### src/design/fft8_pkg.sv
`default_nettype none

package fft8_pkg;

    // ----------------------------------------------
    // transform size
    // ----------------------------------------------
    localparam int N_POINTS = 8;             // points per frame
    localparam int LOG2_N   = 3;             // radix-2 stages
    localparam int N_BFLY   = N_POINTS / 2;  // butterflies per stage

    // ----------------------------------------------
    // fixed point
    // ----------------------------------------------
    localparam int SAMPLE_W = 16;  // re / im part of a sample
    localparam int PROD_W   = 32;  // products and butterfly sums
    localparam int FRAC_W   = 13;  // twiddle fraction bits, also the output shift

    // ----------------------------------------------
    // twiddles W8^k, k = 0..3, in Q13
    // ----------------------------------------------
    // W8^k = cos(2*pi*k/8) - j*sin(2*pi*k/8)
    // 5793 is round(8192 / sqrt(2))
    localparam logic signed [SAMPLE_W-1:0] TW_RE [N_BFLY] = '{
        16'sd8192,   // k = 0
        16'sd5793,   // k = 1
        16'sd0,      // k = 2
        -16'sd5793   // k = 3
    };

    localparam logic signed [SAMPLE_W-1:0] TW_IM [N_BFLY] = '{
        16'sd0,      // k = 0
        -16'sd5793,  // k = 1
        -16'sd8192,  // k = 2
        -16'sd5793   // k = 3
    };

endpackage

`default_nettype wire

### src/design/butterfly.sv
`timescale 1ns/1ps
`default_nettype none

module butterfly (
    input  logic                                clk,
    input  logic                                rst_n,
    input  logic                                en,
    input  logic signed [fft8_pkg::SAMPLE_W-1:0] xp_re,
    input  logic signed [fft8_pkg::SAMPLE_W-1:0] xp_im,
    input  logic signed [fft8_pkg::SAMPLE_W-1:0] xq_re,
    input  logic signed [fft8_pkg::SAMPLE_W-1:0] xq_im,
    input  logic signed [fft8_pkg::SAMPLE_W-1:0] factor_re,
    input  logic signed [fft8_pkg::SAMPLE_W-1:0] factor_im,
    output logic                                vld,
    output logic signed [fft8_pkg::SAMPLE_W-1:0] yp_re,
    output logic signed [fft8_pkg::SAMPLE_W-1:0] yp_im,
    output logic signed [fft8_pkg::SAMPLE_W-1:0] yq_re,
    output logic signed [fft8_pkg::SAMPLE_W-1:0] yq_im
);
    import fft8_pkg::*;

    logic [2:0] en_q;  // enable delayed by 1, 2, 3 cycles

    // stage 1 registers
    logic signed [PROD_W-1:0] p_rr;  // xq_re * w_re
    logic signed [PROD_W-1:0] p_ii;  // xq_im * w_im
    logic signed [PROD_W-1:0] p_ri;  // xq_re * w_im
    logic signed [PROD_W-1:0] p_ir;  // xq_im * w_re
    logic signed [PROD_W-1:0] xp_re_s1;
    logic signed [PROD_W-1:0] xp_im_s1;

    // stage 2 registers
    logic signed [PROD_W-1:0] xqw_re;
    logic signed [PROD_W-1:0] xqw_im;
    logic signed [PROD_W-1:0] xp_re_s2;
    logic signed [PROD_W-1:0] xp_im_s2;

    // stage 3 registers
    logic signed [PROD_W-1:0] sum_re;
    logic signed [PROD_W-1:0] sum_im;
    logic signed [PROD_W-1:0] dif_re;
    logic signed [PROD_W-1:0] dif_im;

    // ----------------------------------------------
    // valid pipeline
    // ----------------------------------------------
    always_ff @(posedge clk or negedge rst_n) begin
        if (!rst_n) begin
            en_q <= '0;
        end else begin
            en_q <= {en_q[1:0], en};
        end
    end

    assign vld = en_q[2];  // 3 cycles after en, same cycle as the result

    // ----------------------------------------------
    // cycle 1: partial products, xp aligned to Q13
    // ----------------------------------------------
    always_ff @(posedge clk) begin
        if (en) begin
            p_rr     <= xq_re * factor_re;
            p_ii     <= xq_im * factor_im;
            p_ri     <= xq_re * factor_im;
            p_ir     <= xq_im * factor_re;
            xp_re_s1 <= PROD_W'(xp_re) <<< FRAC_W;  // sign extended, then shifted
            xp_im_s1 <= PROD_W'(xp_im) <<< FRAC_W;
        end
    end

    // ----------------------------------------------
    // cycle 2: xq * W
    // ----------------------------------------------
    always_ff @(posedge clk) begin
        if (en_q[0]) begin
            xqw_re   <= p_rr - p_ii;
            xqw_im   <= p_ri + p_ir;
            xp_re_s2 <= xp_re_s1;
            xp_im_s2 <= xp_im_s1;
        end
    end

    // ----------------------------------------------
    // cycle 3: sum and difference
    // ----------------------------------------------
    always_ff @(posedge clk) begin
        if (en_q[1]) begin
            sum_re <= xp_re_s2 + xqw_re;
            sum_im <= xp_im_s2 + xqw_im;
            dif_re <= xp_re_s2 - xqw_re;
            dif_im <= xp_im_s2 - xqw_im;
        end
    end

    // back to Q0, bits 28:13, truncating
    assign yp_re = sum_re[SAMPLE_W+FRAC_W-1:FRAC_W];
    assign yp_im = sum_im[SAMPLE_W+FRAC_W-1:FRAC_W];
    assign yq_re = dif_re[SAMPLE_W+FRAC_W-1:FRAC_W];
    assign yq_im = dif_im[SAMPLE_W+FRAC_W-1:FRAC_W];

endmodule

`default_nettype wire

### src/design/fft8_stage.sv
`timescale 1ns/1ps
`default_nettype none

module fft8_stage #(
    parameter int STAGE = 0  // 0 .. LOG2_N-1
) (
    input  logic                                clk,
    input  logic                                rst_n,
    input  logic                                in_valid,
    input  logic signed [fft8_pkg::SAMPLE_W-1:0] in_re  [fft8_pkg::N_POINTS],
    input  logic signed [fft8_pkg::SAMPLE_W-1:0] in_im  [fft8_pkg::N_POINTS],
    output logic                                out_valid,
    output logic signed [fft8_pkg::SAMPLE_W-1:0] out_re [fft8_pkg::N_POINTS],
    output logic signed [fft8_pkg::SAMPLE_W-1:0] out_im [fft8_pkg::N_POINTS]
);
    import fft8_pkg::*;

    logic bf_vld [N_BFLY];  // all equal, shared en

    // ----------------------------------------------
    // four butterflies, in-place DIT wiring
    // ----------------------------------------------
    for (genvar k = 0; k < N_BFLY; k++) begin : g_bfly
        localparam int SPAN = 1 << STAGE;              // distance p to q
        localparam int J    = k % SPAN;                // position in the group
        localparam int P    = (k / SPAN) * 2 * SPAN + J;
        localparam int Q    = P + SPAN;
        localparam int TW   = J << (LOG2_N - 1 - STAGE);  // twiddle power of W8

        butterfly u_bfly (
            .clk       (clk),
            .rst_n     (rst_n),
            .en        (in_valid),
            .xp_re     (in_re[P]),
            .xp_im     (in_im[P]),
            .xq_re     (in_re[Q]),
            .xq_im     (in_im[Q]),
            .factor_re (TW_RE[TW]),
            .factor_im (TW_IM[TW]),
            .vld       (bf_vld[k]),
            .yp_re     (out_re[P]),   // results go back to the same slots
            .yp_im     (out_im[P]),
            .yq_re     (out_re[Q]),
            .yq_im     (out_im[Q])
        );
    end

    // butterflies finish together
    assign out_valid = bf_vld[0];

endmodule

`default_nettype wire

### config.mk
export PLATFORM = sky130hd
export DESIGN_NAME = fft8_stage
export DESIGN_NICKNAME = d
export VERILOG_FILES = /design/src/design/fft8_pkg.sv /design/src/design/butterfly.sv /design/src/design/fft8_stage.sv
export SDC_FILE = /design/constraint.sdc
export NUM_CORES = 1
export LEC_CHECK = 0
export ABC_AREA = 1
export ABC_CLOCK_PERIOD_IN_PS = 7500
export BUFFER_PORTS_ARGS = -buffer_cell sky130_fd_sc_hd__buf_4
export CORE_MARGIN = 3
export CORE_UTILIZATION = 51
export DETAILED_ROUTE_END_ITERATION = 16
export MAX_ROUTING_LAYER = met4
export PLACE_DENSITY_LB_ADDON = 0.1
export SYNTH_ARGS = -nofsm -noshare
export SYNTH_HDL_FRONTEND = slang
export SYNTH_SLANG_ARGS = --single-unit
### constraint.sdc
create_clock -name clk -period 7.5 [get_ports clk]
set_input_delay 0.75 -clock clk [delete_from_list [all_inputs] [get_ports clk]]
set_output_delay 0.75 -clock clk [all_outputs]
set_load 0.01 [all_outputs]
After elaboration in Yosys (flattened, before gate mapping):

Cells that the tools add are included.

* logic and storage cells: 68
* flip-flop bits (word level): 985
* output and inout bits: 257

* add/subtract/negate cells: 16

Operator list (count)
* adder 29 bit: 8
* subtractor 29 bit: 8

Depth between registers and ports, before layout:

* depth in word-level cells: 1
* mapped depth: 13

By module:

From an unflattened synthesis, not the netlist that was laid out.

* cell total of the unflattened synthesis: 27686
* area, all modules: 224466.5 um2

Modules (own cells, without submodules)
* butterfly at g_bfly[1].u_bfly ...: area each 56096.3 um2, times used 2, seq. area each 9143.8 um2, cells each 6915
* butterfly at g_bfly[0].u_bfly: area each 56487.9 um2, times used 1, seq. area each 9143.8 um2, cells each 6996
* butterfly at g_bfly[3].u_bfly: area each 55778.5 um2, times used 1, seq. area each 9143.8 um2, cells each 6858
* fft8_stage: area each 7.5 um2, times used 1, seq. area each 0.0 um2, cells each 2

Least setup slack after synthesis:

Ideal clock, no wire load.

* path kind: reg-to-reg
* from: register g_bfly[3].u_bfly.en_q[0] (netlist name)
* to: register g_bfly[0].u_bfly.en_q[1]
* cell stages (with the launch flop): 1
* arrival time: 5.495 ns
* path slack: 1.314 ns
* setup time: 0.691 ns
* path buffers: 0
* data required time: 6.809 ns
* path through: dfrtp_1

RTL lines
* end signal, assigned: line butterfly.sv:51 `en_q <= {en_q[1:0], en};`
* end, declared: line butterfly.sv:22 `logic [2:0] en_q;`

==> metrics.yaml <==
status:
  status: "completed"
grt:
  grt_max_degree: 174
  grt_pass1_wl_mm: 133
  grt_pass1_vias: 24458
  gr-usage-all-layers_pct: 22.8
  antenna_found_initial: 30
  grt_overflow_total: 0
timing:
  post-route-min-period_ns: 2.48
  final.period_utilization_pct: 33.0
  rsz0062_at_grt: "no"
  setup_viol: 0
  tightest_slew_ns: 1.12
  finalClockSkew_ns: 0.0213
  fin_setup_tns_ns: 0
  setup_slack_ns: 5.02
  slew_headroom_pct: 25.6
  finalHoldViolCount: 0
  drv_slew: 0
  clock.fmax_mhz: 404
critical_path:
  path_class: "flop to flop"
  max_stage_delay_ns: 1.14
  critPathMaxFanout: 173
  crit_buf_inv: 1
  cp-end-kind: "flop"
  critPathLaunchType: "flop"
  critPathArrivalTime_ns: 2.69
  path_cells: "buf_12"
  required_ns: 7.72
  crit_family: "flip-flops"
  critPathSlowestCell: "dfrtp_4"
power:
  ir_drop_uv: 274
  p_leak_nw: 21.3
  p_sw_mw: 3.49
  clock_power_share_pct: 32.1
  pwr_density_cell_nw_per_um2: 270
  power_frac_seq_pct: 45.8
  p_sw_share_pct: 28.6
  intPower_mw: 8.70
  p_comb_share_pct: 22.0
yosys:
  synth_cell_types: 30
  yosysTopAreaCell: "edfxtp_1"
  synth_top_family_by_area: "simple AND/OR/NAND/NOR gates"
  synth_fp_nets: 4161
  synth_mux_area_share_pct: 0
  synthCells: 3646
  synth_area_per_cell_um2: 10.4
  synth-compound-area-share_pct: 2.86
  synthAdderAreaFrac_pct: 8.77
  synth-xor-area-share_pct: 2.77
  netlist_area_um2: 37900
  synth_area_leaders: "edfxtp_1, nand2_1, ha_1"
  yosys.area.top_type_share_pct: 60.2
  seq_area_frac_synth_pct: 60.4
  ys_ff_latch: 763
  synth-simple-area-share_pct: 17.2
  yosysWarnings: 0
floorplanning:
  die_w_um: 279
  dieArea_um2: 77600
  rows: 99
  die_h_um: 279
  coreArea_um2: 73300
  num_io_pins: 516
  start_util_pct: 51.7
detailed_routing:
  routedWlPerCell_um: 16.6
  postRouteAntennaNets: 0
  dr_total_vias: 25545
  via_per_inst: 4.90
  drtPass1Iterations: 5
  routed_wl_mm: 86.7
  dr.first_iter.drc_count: 1565
  drcViolationCount: 0
cells_and_area:
  finish.instance_area_um2: 45100
  finalNonFillerCells: 5210
  nets: 4671
  multi_input_area_um2: 12000
  seqCellArea_um2: 22900
  area_growth_pct: 19.0
  drive_gt1_share_pct: 16.2
  final_common_cell: "nand2_1"
  nFillCells: 6148
  mostFrequentLayoutCells: "nand2_1, edfxtp_1, inv_1"
placement:
  dp_hpwl_mm: 66.3
  pre_cts_ws_ns: 4.97
  dpl-instance-area_um2: 42400
  numPortBuffers: 515
  place_congestion: 0.924
  placed_cells: 5030
cts:
  cts_root_buf: "clkbuf_16"
  clk_pin_slew_worst_paths_ns: 0.06
  cts_buffers: 82
  tritoncts: "built"
  clock_sinks: 763
  htreeDepth: 3
  clk-insertion-delay-late_ns: 0.61
  cts.path.max_buffers: 3
flow_run:
  maxCapViolCount: 0
hold_path:
  hold_class: "primary input to flop"
-- routing by layer --
metal	global-route usage, %	wire length [um]	vias up
met5	-	0	-
met4	8.70	3000	0
met2	35.3	40100	765
met1	29.0	37000	11758
met3	5.96	6640	159
li1	-	-	12863
-- registers in the layout, summed over array words and instances, names as in the netlist, 64 cells and up --
| register | flops |
|---|---|
| g_bfly.u_bfly.dif_im | 64 |
| g_bfly.u_bfly.dif_re | 64 |
| g_bfly.u_bfly.p_rr | 64 |
| g_bfly.u_bfly.xp_im_s1 | 64 |
| g_bfly.u_bfly.xqw_re | 64 |
| g_bfly.u_bfly.xqw_im | 64 |
| g_bfly.u_bfly.xp_re_s1 | 64 |
| g_bfly.u_bfly.xp_re_s2 | 64 |
| g_bfly.u_bfly.p_ir | 64 |
| g_bfly.u_bfly.xp_im_s2 | 64 |
-- cells in the mapped netlist (all sizes together) --
master	n
o21bai	22
clkbuf	14
nand3b	1
nand2	1080
and2	27
nand4	39
nor2	209
and3	8
a21oi	153
edfxtp	760
or2	1
xnor2	27
xor2	93
inv	626
dfrtp	3
buf	81
o21ai	20
ha	240
nor3	24
fa	16
nand3	202
-- cell families after synthesis --
family	Yosys count
adders and majority gates	256
and+or+nand+nor	1591
xor gates and xnor gates	120
buffers and inverters	721
AOI/OAI and AO/OA	195
DFF	763
-- per-stage QoR --
step | util (%) | hold slack [ns] | power [mW]
after floorplan | - | 0.400 | 7.36
after global placement | 57.8 | 0.401 | 8.33
after detailed placement | 57.8 | 0.405 | 8.36
after CTS | 61.4 | 0.260 | 12.3
after global routing | 61.5 | 0.276 | 12.8
final | 61.5 | 0.311 | 12.2
-- layout make-up --
class / count / share of cell area, %
Sequential cell: 763 / 50.8
Tap cell: 959 / 2.66
Clock buffer: 93 / 4.78
Inverter: 626 / 5.21
Antenna cell: 30 / 0.166
Timing Repair Buffer: 521 / 8.78
Clock inverter: 56 / 1.06
Multi-Input combinational cell: 2162 / 26.5
-- final timing paths --
kind                            slack (ns)                       endpoint                           from  cells after the start
worst max-delay path                  5.02    g_bfly[3].u_bfly.dif_im[24]       g_bfly[0].u_bfly.en_q[1]                      1
worst min register to register        0.41  g_bfly[2].u_bfly.xp_im_s2[26]  g_bfly[2].u_bfly.xp_im_s1[26]                      0
worst min-delay path                  0.31      g_bfly[0].u_bfly.p_rr[14]                      in_re[97]                      1
worst max register to register        5.02    g_bfly[3].u_bfly.dif_im[24]       g_bfly[0].u_bfly.en_q[1]                      1
max in group asynchronous             6.89       g_bfly[3].u_bfly.en_q[0]                          rst_n                      2
min in group asynchronous             0.49       g_bfly[0].u_bfly.en_q[2]                          rst_n                      2
-- power groups by stage --
stage	sequential (mW)	combinational (mW)	clock, mW
global placement	5.67	2.66	0
detailed placement	5.67	2.69	0
CTS	5.59	2.70	4.03
finish	5.59	2.68	3.92
floorplan	5.77	1.58	0
global route	5.63	3.01	4.20
-- timing repair --
action	4_1_cts	5_1_grt
hold endpoints to repair	3	0
hold buffers	1	0
gates resized for setup	0	0
setup buffers	0	0
Note: power is estimated with default switching activity, not from simulation.
