[config.mk]
export PLATFORM = sky130hd
export DESIGN_NAME = fft8_loader
export DESIGN_NICKNAME = d
export VERILOG_FILES = /design/src/design/fft8_pkg.sv /design/src/design/fft8_loader.sv
export SDC_FILE = /design/constraint.sdc
export NUM_CORES = 1
export LEC_CHECK = 0
export BUFFER_PORTS_ARGS = -buffer_cell sky130_fd_sc_hd__buf_2
export CAP_MARGIN = 10
export CORE_ASPECT_RATIO = 0.7
export CORE_MARGIN = 2
export CORE_UTILIZATION = 50
export CTS_BUF_LIST = sky130_fd_sc_hd__clkbuf_16
export DETAILED_ROUTE_END_ITERATION = 6
export PLACE_DENSITY = 0.75
export REMOVE_ABC_BUFFERS = 1
export SYNTH_ARGS = -nofsm -noshare
export SYNTH_HDL_FRONTEND = slang
export SYNTH_SLANG_ARGS = --single-unit
[constraint.sdc]
create_clock -name clk -period 12.49 [get_ports clk]
set_clock_uncertainty 0.15 [all_clocks]
set_input_delay 1.249 -clock clk [delete_from_list [all_inputs] [get_ports clk]]
set_output_delay 1.249 -clock clk [all_outputs]
set_load 0.1 [all_outputs]
[src/design/fft8_pkg.sv]
`default_nettype none

package fft8_pkg;

    // ----------------------------------------------
    // transform size
    // ----------------------------------------------
    localparam int N_POINTS = 8;             // points per frame
    localparam int LOG2_N   = 3;             // radix-2 stages
    localparam int N_BFLY   = N_POINTS / 2;  // butterflies per stage

    // ----------------------------------------------
    // fixed point
    // ----------------------------------------------
    localparam int SAMPLE_W = 16;  // re / im part of a sample
    localparam int PROD_W   = 32;  // products and butterfly sums
    localparam int FRAC_W   = 13;  // twiddle fraction bits, also the output shift

    // ----------------------------------------------
    // twiddles W8^k, k = 0..3, in Q13
    // ----------------------------------------------
    // W8^k = cos(2*pi*k/8) - j*sin(2*pi*k/8)
    // 5793 is round(8192 / sqrt(2))
    localparam logic signed [SAMPLE_W-1:0] TW_RE [N_BFLY] = '{
        16'sd8192,   // k = 0
        16'sd5793,   // k = 1
        16'sd0,      // k = 2
        -16'sd5793   // k = 3
    };

    localparam logic signed [SAMPLE_W-1:0] TW_IM [N_BFLY] = '{
        16'sd0,      // k = 0
        -16'sd5793,  // k = 1
        -16'sd8192,  // k = 2
        -16'sd5793   // k = 3
    };

endpackage

`default_nettype wire

[src/design/fft8_loader.sv]
`timescale 1ns/1ps
`default_nettype none

module fft8_loader (
    input  logic                                clk,
    input  logic                                rst_n,
    input  logic                                in_valid,
    input  logic signed [fft8_pkg::SAMPLE_W-1:0] in_re,
    input  logic signed [fft8_pkg::SAMPLE_W-1:0] in_im,
    output logic                                frame_valid,
    output logic signed [fft8_pkg::SAMPLE_W-1:0] frame_re [fft8_pkg::N_POINTS],
    output logic signed [fft8_pkg::SAMPLE_W-1:0] frame_im [fft8_pkg::N_POINTS]
);
    import fft8_pkg::*;

    logic [2:0]                 cnt;        // slot of the next sample
    logic                       frame_done; // eighth sample taken last edge
    logic signed [SAMPLE_W-1:0] col_re [N_POINTS-1];  // first seven samples
    logic signed [SAMPLE_W-1:0] col_im [N_POINTS-1];

    // 3-bit index reversal, 8 points only
    function automatic logic [2:0] bit_rev(input logic [2:0] v);
        return {v[0], v[1], v[2]};
    endfunction

    // ----------------------------------------------
    // sample counter and frame strobe
    // ----------------------------------------------
    always_ff @(posedge clk or negedge rst_n) begin
        if (!rst_n) begin
            cnt         <= '0;   // partial frame is dropped
            frame_done  <= 1'b0;
            frame_valid <= 1'b0;
        end else begin
            frame_done  <= in_valid && (cnt == 3'd7);
            frame_valid <= frame_done;               // one cycle after the bank write
            if (in_valid) begin
                cnt <= cnt + 3'd1;                   // wraps to 0 after sample 7
            end
        end
    end

    // ----------------------------------------------
    // collection buffer
    // ----------------------------------------------
    always_ff @(posedge clk) begin
        if (in_valid && (cnt != 3'd7)) begin
            col_re[cnt] <= in_re;
            col_im[cnt] <= in_im;
        end
    end

    // ----------------------------------------------
    // output bank, written in bit-reversed order
    // ----------------------------------------------
    // held until the next frame completes, at least 8 cycles later
    always_ff @(posedge clk) begin
        if (in_valid && (cnt == 3'd7)) begin
            for (int i = 0; i < N_POINTS - 1; i++) begin
                frame_re[bit_rev(3'(i))] <= col_re[i];
                frame_im[bit_rev(3'(i))] <= col_im[i];
            end
            frame_re[N_POINTS-1] <= in_re;  // index 7 reverses to itself
            frame_im[N_POINTS-1] <= in_im;
        end
    end

endmodule

`default_nettype wire

# After elaboration in Yosys (flattened, before gate mapping)
# Memory sizes are Yosys's and may differ from the RTL's. A register that Yosys moved wholly into a read port is not among the register bits.
# Index checks and enable logic that the tools add are counted.
# totals
word_cells	14
in_bits	35
memories	2
latchBits	0
mem_bits_rw	224
output_inout_bits	257
rom_bits	0
reg_bits	37
# op_classes
n_lt_le_gt_ge	0
div	0
eq_ne	2
multipliers	0
bitwise	0
reduce_logical	2
mux	2
n_shift	0
add_sub_neg	1
# memory_table
name	depth	word_bits	read_ports	rd_ports_with_merged_regs	write_ports	line	text
col_im	7	16	7	7	1	fft8_loader.sv:19	logic signed [SAMPLE_W-1:0] col_im [N_POINTS-1];
col_re	7	16	7	7	1	fft8_loader.sv:18	logic signed [SAMPLE_W-1:0] col_re [N_POINTS-1];
# op_table
operator	count
$add 3x1->3 const B	1
$eq 3x3->1 const B	1
$ne 3x3->1 const B	1
$logic_and 1x1->1	2
$mux 1	2

# Logic depth before layout (Yosys ltp)
# Gate-level depths: netlist of run 1.
# depth
word_depth	4
mapped_depth	4
mapped_depth_nobuf	4

# Worst setup path after synthesis of run 1
# OpenSTA, ideal clock, no wires.
# synth_timing
path_type	input port to flip-flop
start	input port in_valid
end	register frame_done
arrival_ns	7.011
required_ns	11.587
setup_slack_ns	4.576
path_stages	1
setup_ns	0.753
path_buffers	0
path_cell_list	and2_1
# synth_between
elab_chain_cells	1
# synth_lines
item	line	text
start: declaration	fft8_loader.sv:7	input logic in_valid,
$logic_and 1x1->1	fft8_loader.sv:35	frame_done <= in_valid && (cnt == 3'd7);
end signal: assignment	fft8_loader.sv:35	
end: declaration	fft8_loader.sv:17	logic frame_done;
# No other way between the ends.
# A chain may end at the register's enable or synchronous reset.

# Worst setup path in the final report of run 1
# layout_timing
start	register cnt[0]
end	register frame_im[86] (netlist bit) (read register of col_im), enable pin
# layout_between
elab_chain_cells	2
# layout_lines
item	line	text
start: declaration	fft8_loader.sv:16	logic [2:0] cnt;
start signal: assignment	fft8_loader.sv:38	cnt <= cnt + 3'd1;
$eq 3x3->1	fft8_loader.sv:58	if (in_valid && (cnt == 3'd7)) begin
$logic_and 1x1->1	fft8_loader.sv:58	
end: declaration	fft8_loader.sv:12	output logic signed [fft8_pkg::SAMPLE_W-1:0] frame_im [fft8_pkg::N_POINTS]
# No other way between the ends.

==> impl_metrics.env, run 1 <==
export IMPL_hold_start="frame_done"
export IMPL_numCtsBuffers=43
export IMPL_hold_viol=0
export IMPL_first_pass_iters=4
export IMPL_ys_types=13
export IMPL_yosysTopAreaCell="edfxtp_1"
export IMPL_setup_tns_ps=0
export IMPL_yosys_top_cells_area="edfxtp_1 (98%), dfrtp_1 (0.85%), ha_1 (0.17%)"
export IMPL_area_growth_pct=23.4
export IMPL_wirelength_um=26400
export IMPL_holdBufCountCts=0
export IMPL_root_buffer="clkbuf_16"
export IMPL_track_usage_pct=17.1
export IMPL_cp_end_kind="flop"
export IMPL_num_vias=6137
export IMPL_r2r_end="frame_im[86]"
export IMPL_fillers=1940
export IMPL_clock_power_share_pct=29.5
export IMPL_ir_worst_vdd_mv=0.147
export IMPL_grt_max_degree=85
export IMPL_grt_pass1_wl_um=38500
export IMPL_swShare_pct=33.4
export IMPL_r2r_start="cnt[0]"
export IMPL_stdcell_count=1254
export IMPL_numPortBuffers=291
export IMPL_regArea_mm2=0.0145
export IMPL_ioPinCount=292
export IMPL_ff2ff_setup_slack_ps=8860
export IMPL_h_tree_depth=2
export IMPL_fmax_mhz=275
export IMPL_drive_above_1_share_pct=42.7
export IMPL_ctsResizeCount=0
export IMPL_post_place_cells=1180
export IMPL_synth_sequential_area_ratio_pct=99.1
export IMPL_clkTransAtPathRegs_ps=60
export IMPL_final_nets=885
export IMPL_switchingPower_uw=1440
export IMPL_drtAntennaViolNets=0
export IMPL_grt_pass1_vias=6207
export IMPL_gp_congestion=0.712
export IMPL_final_cell_mix="edfxtp_1 (480), buf_2 (291), clkbuf_16 (45)"
export IMPL_die_h_um=147
export IMPL_hpwl_um=15400
export IMPL_drt_initial_drc_count=441
export IMPL_drc=0
export IMPL_power_density_mw_per_mm2=238
export IMPL_maxSlewHeadroom_pct=26.1
export IMPL_cts_tree="done"
export IMPL_rows=52
export IMPL_period_needed_ps=3630
export IMPL_crit_chain="ha_1, ha_1, and2_4, buf_4, buf_4"
export IMPL_p_leak_uw=0.00637
export IMPL_synth_area_per_cell_um2=29.2
export IMPL_cp_slowest_cell="buf_4"
export IMPL_cap_violations=0
export IMPL_yosys_warnings=0
export IMPL_crit_required_ps=12500
export IMPL_hp_class="reg -> reg"
export IMPL_layout_commonest_cell="edfxtp_1"
export IMPL_status="completed"
export IMPL_synth_cell_area_mm2=0.0147
export IMPL_rsz0062_at_grt="false"
export IMPL_antenna_found_initial=0
export IMPL_multi_input_area_um2=183
export IMPL_holdWs_ps=223
export IMPL_tightestPinTransition_ps=1110
export IMPL_synth_seq_cells=485
export IMPL_clkLatencyLatePin_ps=530
export IMPL_seq_power_share_pct=49.0
export IMPL_syn_inst=503
export IMPL_dieArea_mm2=0.0307
export IMPL_comb_power_share_pct=21.5
export IMPL_hold_depth=0
export IMPL_overflow=0
export IMPL_worstPathMaxFanout=71
export IMPL_power_internal_uw=2870
export IMPL_slowest_delay_ps=810
export IMPL_finalSetupViolations=0
export IMPL_dieWidth_um=209
export IMPL_critPathKind="reg -> reg"
export IMPL_cts_setup_buffers=0
export IMPL_place_area_mm2=0.0167
export IMPL_crit_path_start_kind="flop"
export IMPL_min_period_over_period_pct=29.1
export IMPL_critPathArrivalTime_ps=3640
export IMPL_rr_worst_depth=5
export IMPL_clock_sinks=485
export IMPL_initial_core_util_pct=50.8
export IMPL_wl_per_cell_um=21.0
export IMPL_design_area_mm2=0.0181
export IMPL_drv_slew=0
export IMPL_clockBufferDepth=3
export IMPL_min_to="frame_valid"
export IMPL_core_area_mm2=0.0289
export IMPL_via_per_inst=4.89
export IMPL_synth_top_area_share_pct=98.3
export IMPL_num_antenna_cells=0
==> worst max-delay path, delay by kind of cell (launching register included) <==
| family | cells | cell delay, ps |
|---|---|---|
| and+or+nand+nor | 1 | 510 |
| buffers and inverters | 2 | 1570 |
| DFF | 1 | 520 |
| adders and majority gates | 2 | 390 |
==> flip-flops by register name, summed over array words and instances (netlist names) <==
name and count:
frame_im 128, frame_re 128, col_im 112, col_re 112, cnt 3, frame_done 1, frame_valid 1
==> worst max path at each step <==
stage,start,endpoint,cells past startpoint,slack (ps)
6_report,cnt[0],frame_im[86],5,8860
5_1_grt,cnt[0],frame_im[32],5,8590
4_1_cts,cnt[0],frame_im[50],5,8830
3_5_place_dp,in_valid,frame_re[100],4,8300
3_3_place_gp,in_valid,frame_im[0],4,8390
2_1_floorplan,in_valid,frame_done,1,4580
==> through the flow <==
step | utilization (%) | total power [uW] | setup WS [ps]
floorplan | - | 2910 | 4580
global placement | 57.8 | 3060 | 8390
detailed placement | 57.8 | 3080 | 8300
CTS | 62.6 | 4340 | 8830
global route | 62.7 | 4440 | 8590
finish | 62.7 | 4310 | 8860
==> Yosys cell counts <==
| cell type | n |
|---|---|
| edfxtp_1 | 480 |
| dfrtp_1 | 5 |
| nor2_1 | 5 |
| ha_1 | 2 |
| mux2_2 | 2 |
| nand2b_1 | 2 |
| and2_1 | 1 |
| nand2_1 | 1 |
| nand3b_1 | 1 |
| nor3_1 | 1 |
| nor3_2 | 1 |
| or3b_4 | 1 |
| xor2_1 | 1 |
==> power by group through the flow <==
stage / combinational, uW / clock (uW) / sequential (uW)
after floorplan: 98.9 / 0 / 2810
after global placement: 923 / 0 / 2140
after detailed placement: 932 / 0 / 2140
after CTS: 933 / 1300 / 2110
after global routing: 955 / 1360 / 2130
final: 927 / 1270 / 2110
==> kinds of logic after synthesis <==
family | share of synthesized area, %
xor+xnor | 0.0597
fa+ha+maj | 0.171
flops | 99.1
mux | 0.154
simple gates | 0.512
==> area by class of cell <==
type	count	area share (%)
Sequential cell	485	80.3
Clock buffer	45	6.22
Clock inverter	28	1.33
Timing Repair Buffer	300	8.49
Tap cell	378	2.61
Multi-Input combinational cell	18	1.01
==> routing by layer <==
layer  global-route usage (%)  wire length, um  share of wire [%]  vias to the layer above
li1                         -                -                  -                     2746
met1                     24.4            11400                 43                     3057
met2                     24.8            11800                 45                      292
met3                     7.03             2850                 11                       42
met4                     4.36              389                1.5                        0
met5                        0                0                  0                        -
No activity file was read; power rests on OpenSTA's default activity.
==> inputs of run 2 (changes only) <==
clock period = 3.5 ns   (was 12.49 ns; I/O delays follow)
==> impl_metrics.env, run 2 (same netlist as run 1, synthesis figures left out) <==
export IMPL_status="completed"
export IMPL_setup_tns_ps=0
export IMPL_crit_path_start_kind="flop"
export IMPL_layout_commonest_cell="edfxtp_1"
export IMPL_ctsResizeCount=0
export IMPL_gp_congestion=0.744
export IMPL_power_density_mw_per_mm2=837
export IMPL_cp_slowest_cell="dfrtp_1"
export IMPL_grt_max_degree=101
export IMPL_power_uw=15500
export IMPL_crit_required_ps=3540
export IMPL_rsz0062_at_grt="false"
export IMPL_post_route_util_pct=64.1
export IMPL_numCtsBuffers=44
export IMPL_h_tree_depth=2
export IMPL_power_internal_uw=10400
export IMPL_ff2ff_setup_slack_ps=970
export IMPL_swShare_pct=33.2
export IMPL_initial_core_util_pct=50.8
export IMPL_drtAntennaViolNets=0
export IMPL_numPortBuffers=291
export IMPL_track_usage_pct=18.2
export IMPL_reg_top3="frame_im: 128 flops, frame_re: 128 flops"
export IMPL_holdWs_ps=22.2
export IMPL_via_per_inst=4.91
export IMPL_wirelength_um=27800
export IMPL_core_area_mm2=0.0289
export IMPL_grt_pass1_vias=6494
export IMPL_dieArea_mm2=0.0307
export IMPL_cts_setup_buffers=0
export IMPL_switchingPower_uw=5150
export IMPL_critPathKind="reg -> reg"
export IMPL_tightestPinTransition_ps=604
export IMPL_clock_power_share_pct=29.8
export IMPL_overflow=0
export IMPL_seq_power_share_pct=48.7
export IMPL_maxSlewHeadroom_pct=59.7
export IMPL_final_nets=923
export IMPL_crit_chain="ha_1, ha_1, nand3b_1, nor2_4, buf_4"
export IMPL_period_needed_ps=2530
export IMPL_clkLatencyLatePin_ps=540
export IMPL_drive_above_1_share_pct=40.9
export IMPL_cap_violations=0
export IMPL_p_leak_uw=0.00656
export IMPL_cts_tree="done"
export IMPL_hold_viol=0
export IMPL_cpMostUsedCell="ha_1"
export IMPL_hp_class="in -> reg"
export IMPL_hpwl_um=16800
export IMPL_first_pass_iters=4
export IMPL_die_h_um=147
export IMPL_rows=52
export IMPL_grt_pass1_wl_um=40700
export IMPL_slowest_delay_ps=470
export IMPL_drt_initial_drc_count=561
export IMPL_clockBufferDepth=3
export IMPL_worstPathMaxFanout=22
export IMPL_design_area_mm2=0.0185
export IMPL_antenna_found_initial=0
export IMPL_root_buffer="clkbuf_16"
export IMPL_cp_end_kind="flop"
export IMPL_clock_sinks=485
export IMPL_drv_slew=0
export IMPL_ioPinCount=292
export IMPL_dieWidth_um=209
export IMPL_crit_family="simple AND/OR/NAND/NOR gates"
export IMPL_drc=0
export IMPL_min_period_over_period_pct=72.4
export IMPL_num_vias=6350
export IMPL_clkTransAtPathRegs_ps=60
export IMPL_critPathBufInv=1
export IMPL_critPathArrivalTime_ps=2580
export IMPL_wl_per_cell_um=21.5
export IMPL_holdBufCountCts=33
export IMPL_area_growth_pct=26.3
export IMPL_place_area_mm2=0.0168
export IMPL_comb_power_share_pct=21.6
export IMPL_num_antenna_cells=0
export IMPL_fmax_mhz=395
export IMPL_final_cell_mix="edfxtp_1 (480), buf_2 (291), clkbuf_16 (45)"
export IMPL_finalSetupViolations=0
export IMPL_ir_worst_vdd_mv=0.675
## run 2: cell types whose count changed in the layout (fill, tap and decap cells not counted)
| cell | delta |
|---|---|
| clkinv_1 | +3 |
| bufinv_16 | +1 |
| clkinv_2 | -4 |
| buf_12 | +3 |
| inv_1 | +3 |
| buf_4 | +1 |
| dlygate4sd3_1 | +33 |
| clkinvlp_4 | -1 |
## run 2: path summary, 6_finish.rpt
kind	startpoint	end	cells past startpoint
setup / recovery	cnt[0]	col_im[3][13]	5
hold / removal	in_im[0]	col_im[0][0]	1
setup reg to reg	cnt[0]	col_im[3][13]	5
hold reg to reg	frame_done	frame_valid	0
max in group asynchronous	rst_n	frame_done	3
min in group asynchronous	rst_n	cnt[2]	3
## run 2: final cells by class
type / count / area [um2]
sequential: 485 / 14500
fill: 1890 / 10400
timing repair buffer: 337 / 1930
clock buffer: 45 / 1130
tap: 378 / 473
clock inverter: 30 / 267
multi-input combinational: 18 / 183
## run 2: power groups by stage
| stage | Combinational (uW) | Clock [uW] | Sequential (uW) |
|---|---|---|---|
| 5_1_grt | 3450 | 4950 | 7610 |
| 3_5_place_dp | 3340 | 0 | 7670 |
| 6_report | 3350 | 4620 | 7550 |
| 4_1_cts | 3380 | 4720 | 7560 |
| 3_3_place_gp | 3310 | 0 | 7650 |
| 2_1_floorplan | 353 | 0 | 10000 |
## run 2: worst register-to-register path, stage by stage, from the launching register on
cell and delay (ps):
dfrtp_1 470, ha_1 250, ha_1 210, nand3b_1 310
nor2_4 380, buf_4 390
## run 2: per-layer routing
| layer | vias up | share of wire, % | GRT usage (%) |
|---|---|---|---|
| li1 | 2812 | - | - |
| met1 | 3176 | 42 | 26.6 |
| met2 | 310 | 46 | 26.9 |
| met3 | 52 | 10 | 5.69 |
| met4 | 0 | 2.2 | 5.39 |
| met5 | - | 0 | 0 |
## run 2: per-stage QoR
| step | instances | setup WS, ps |
|---|---|---|
| floorplan | 503 | -3990 |
| global placement | 1185 | 1010 |
| detailed placement | 1185 | 956 |
| CTS | 1293 | 931 |
| global route | 1293 | 850 |
| finish | 1293 | 966 |
==> inputs of run 3 (changes only) <==
clock period = 2.54 ns   (was 3.5 ns; I/O delays follow)
==> impl_metrics.env, run 3 (same netlist as run 1, synthesis figures left out) <==
export IMPL_drive_above_1_share_pct=41.0
export IMPL_place_area_mm2=0.0170
export IMPL_fmax_mhz=448
export IMPL_wl_met3_um=2520
export IMPL_cp_slowest_cell="dfrtp_1"
export IMPL_layout_setup_ws_ps=310
export IMPL_hp_class="reg -> reg"
export IMPL_power_internal_uw=14100
export IMPL_overflow=0
export IMPL_grt_pass1_wl_um=40600
export IMPL_critPathKind="reg -> reg"
export IMPL_clock_power_share_pct=28.4
export IMPL_core_area_mm2=0.0289
export IMPL_clkLatencyLatePin_ps=530
export IMPL_clockBufferDepth=3
export IMPL_area_growth_pct=27.1
export IMPL_drt_initial_drc_count=558
export IMPL_status="completed"
export IMPL_critPathArrivalTime_ps=2300
export IMPL_cp_end_kind="flop"
export IMPL_final_nets=937
export IMPL_crit_chain="ha_1, ha_1, nand3b_1, nor3_2, buf_4"
export IMPL_regArea_mm2=0.0145
export IMPL_root_buffer="clkbuf_16"
export IMPL_clkTransAtPathRegs_ps=60
export IMPL_switchingPower_uw=7100
export IMPL_cts_setup_buffers=0
export IMPL_fillers=1857
export IMPL_drc=0
export IMPL_reg_top3="frame_im: 128 flops, frame_re: 128 flops"
export IMPL_numPortBuffers=291
export IMPL_gp_congestion=0.746
export IMPL_initial_core_util_pct=50.8
export IMPL_ctsResizeCount=0
export IMPL_cap_violations=0
export IMPL_num_antenna_cells=0
export IMPL_rsz0062_at_grt="false"
export IMPL_track_usage_pct=18.2
export IMPL_clock_sinks=485
export IMPL_power_density_mw_per_mm2=1140
export IMPL_grt_max_degree=50
export IMPL_crit_path_start_kind="flop"
export IMPL_rows=52
export IMPL_design_area_mm2=0.0186
export IMPL_cpMostUsedCell="ha_1"
export IMPL_cts_tree="done"
export IMPL_tightestPinTransition_ps=526
export IMPL_drv_slew=0
export IMPL_ir_worst_vdd_mv=0.685
export IMPL_drtAntennaViolNets=0
export IMPL_top_layer="met5"
export IMPL_wl_per_cell_um=21.4
export IMPL_dieArea_mm2=0.0307
export IMPL_maxSlewHeadroom_pct=65.2
export IMPL_worstPathMaxFanout=12
export IMPL_r2r_start="cnt[1]"
export IMPL_dieWidth_um=209
export IMPL_hpwl_um=17400
export IMPL_startpoint="cnt[1]"
export IMPL_hold_start="frame_done"
export IMPL_ff2ff_setup_slack_ps=310
export IMPL_multi_input_area_um2=183
export IMPL_finalSetupViolations=0
export IMPL_num_vias=6461
export IMPL_via_per_inst=4.94
export IMPL_antenna_found_initial=1
export IMPL_holdBufCountCts=35
export IMPL_crit_required_ps=2610
export IMPL_wl_met2_um=12900
export IMPL_min_period_over_period_pct=87.8
export IMPL_comb_power_share_pct=22.6
export IMPL_die_h_um=147
export IMPL_grt_pass1_vias=6554
export IMPL_dp_slack_ps=313
export IMPL_period_needed_ps=2230
export IMPL_wl_met1_um=12100
export IMPL_h_tree_depth=2
export IMPL_final_cell_mix="edfxtp_1 (480), buf_2 (291), clkbuf_16 (45)"
export IMPL_numCtsBuffers=43
export IMPL_first_pass_iters=5
export IMPL_slowest_delay_ps=410
export IMPL_seq_power_share_pct=49.0
export IMPL_ioPinCount=292
export IMPL_hold_viol=0
export IMPL_wirelength_um=28000
export IMPL_p_leak_uw=0.00662
export IMPL_swShare_pct=33.5
export IMPL_layout_commonest_cell="edfxtp_1"
export IMPL_setup_tns_ps=0
[run 3: cell types whose count changed in the layout (fill, tap and decap cells not counted)]
cell,change
buf_12,+7
buf_4,+6
bufinv_16,-3
clkinv_1,+3
clkinv_2,-3
inv_1,+3
clkinv_4,-2
dlygate4sd3_1,+2
clkinvlp_4,+1
inv_8,+1
[run 3: critical path: cells and delay by family, from the launching register on]
family	cells	cell delay, ps
simple gates	2	620
fa+ha+maj	2	430
flops	1	410
buf+inv	1	310
[run 3: routing by layer]
metal / vias to the layer above / GRT usage, %
met1: 3252 / 26.0
li1: 2849 / -
met3: 46 / 5.77
met4: 2 / 4.96
met2: 312 / 27.7
met5: - / 0
[run 3: final timing paths]
path	end	cells after the start
max	col_re[2][11]	5
min	frame_valid	0
max reg2reg	col_re[2][11]	5
min reg2reg	frame_valid	0
max in group asynchronous	frame_valid	3
min in group asynchronous	cnt[2]	3
[run 3: layout make-up]
type	instances	area share, %
multi-input cells	18	0.980
well taps	378	2.54
flip-flops and latches	485	78.0
clock inverters	30	0.993
repair buffers	352	11.5
clock buffers	45	6.04
[run 3: metrics by stage]
stage	total power [uW]	hold slack (ps)	instances	util, %
after floorplan	14300	-192	503	-
after CTS	21400	210	1308	64.5
after global placement	15200	-61.9	1198	58.8
after global routing	21900	216	1308	64.5
final	21200	207	1308	64.5
after detailed placement	15300	-61.2	1198	58.8
[run 3: power by group through the flow]
stage | clock network [uW] | registers, uW | logic (uW)
2_1_floorplan | 0 | 13800 | 486
3_3_place_gp | 0 | 10500 | 4710
3_5_place_dp | 0 | 10500 | 4770
4_1_cts | 6170 | 10400 | 4820
5_1_grt | 6480 | 10500 | 4920
6_report | 6020 | 10400 | 4780
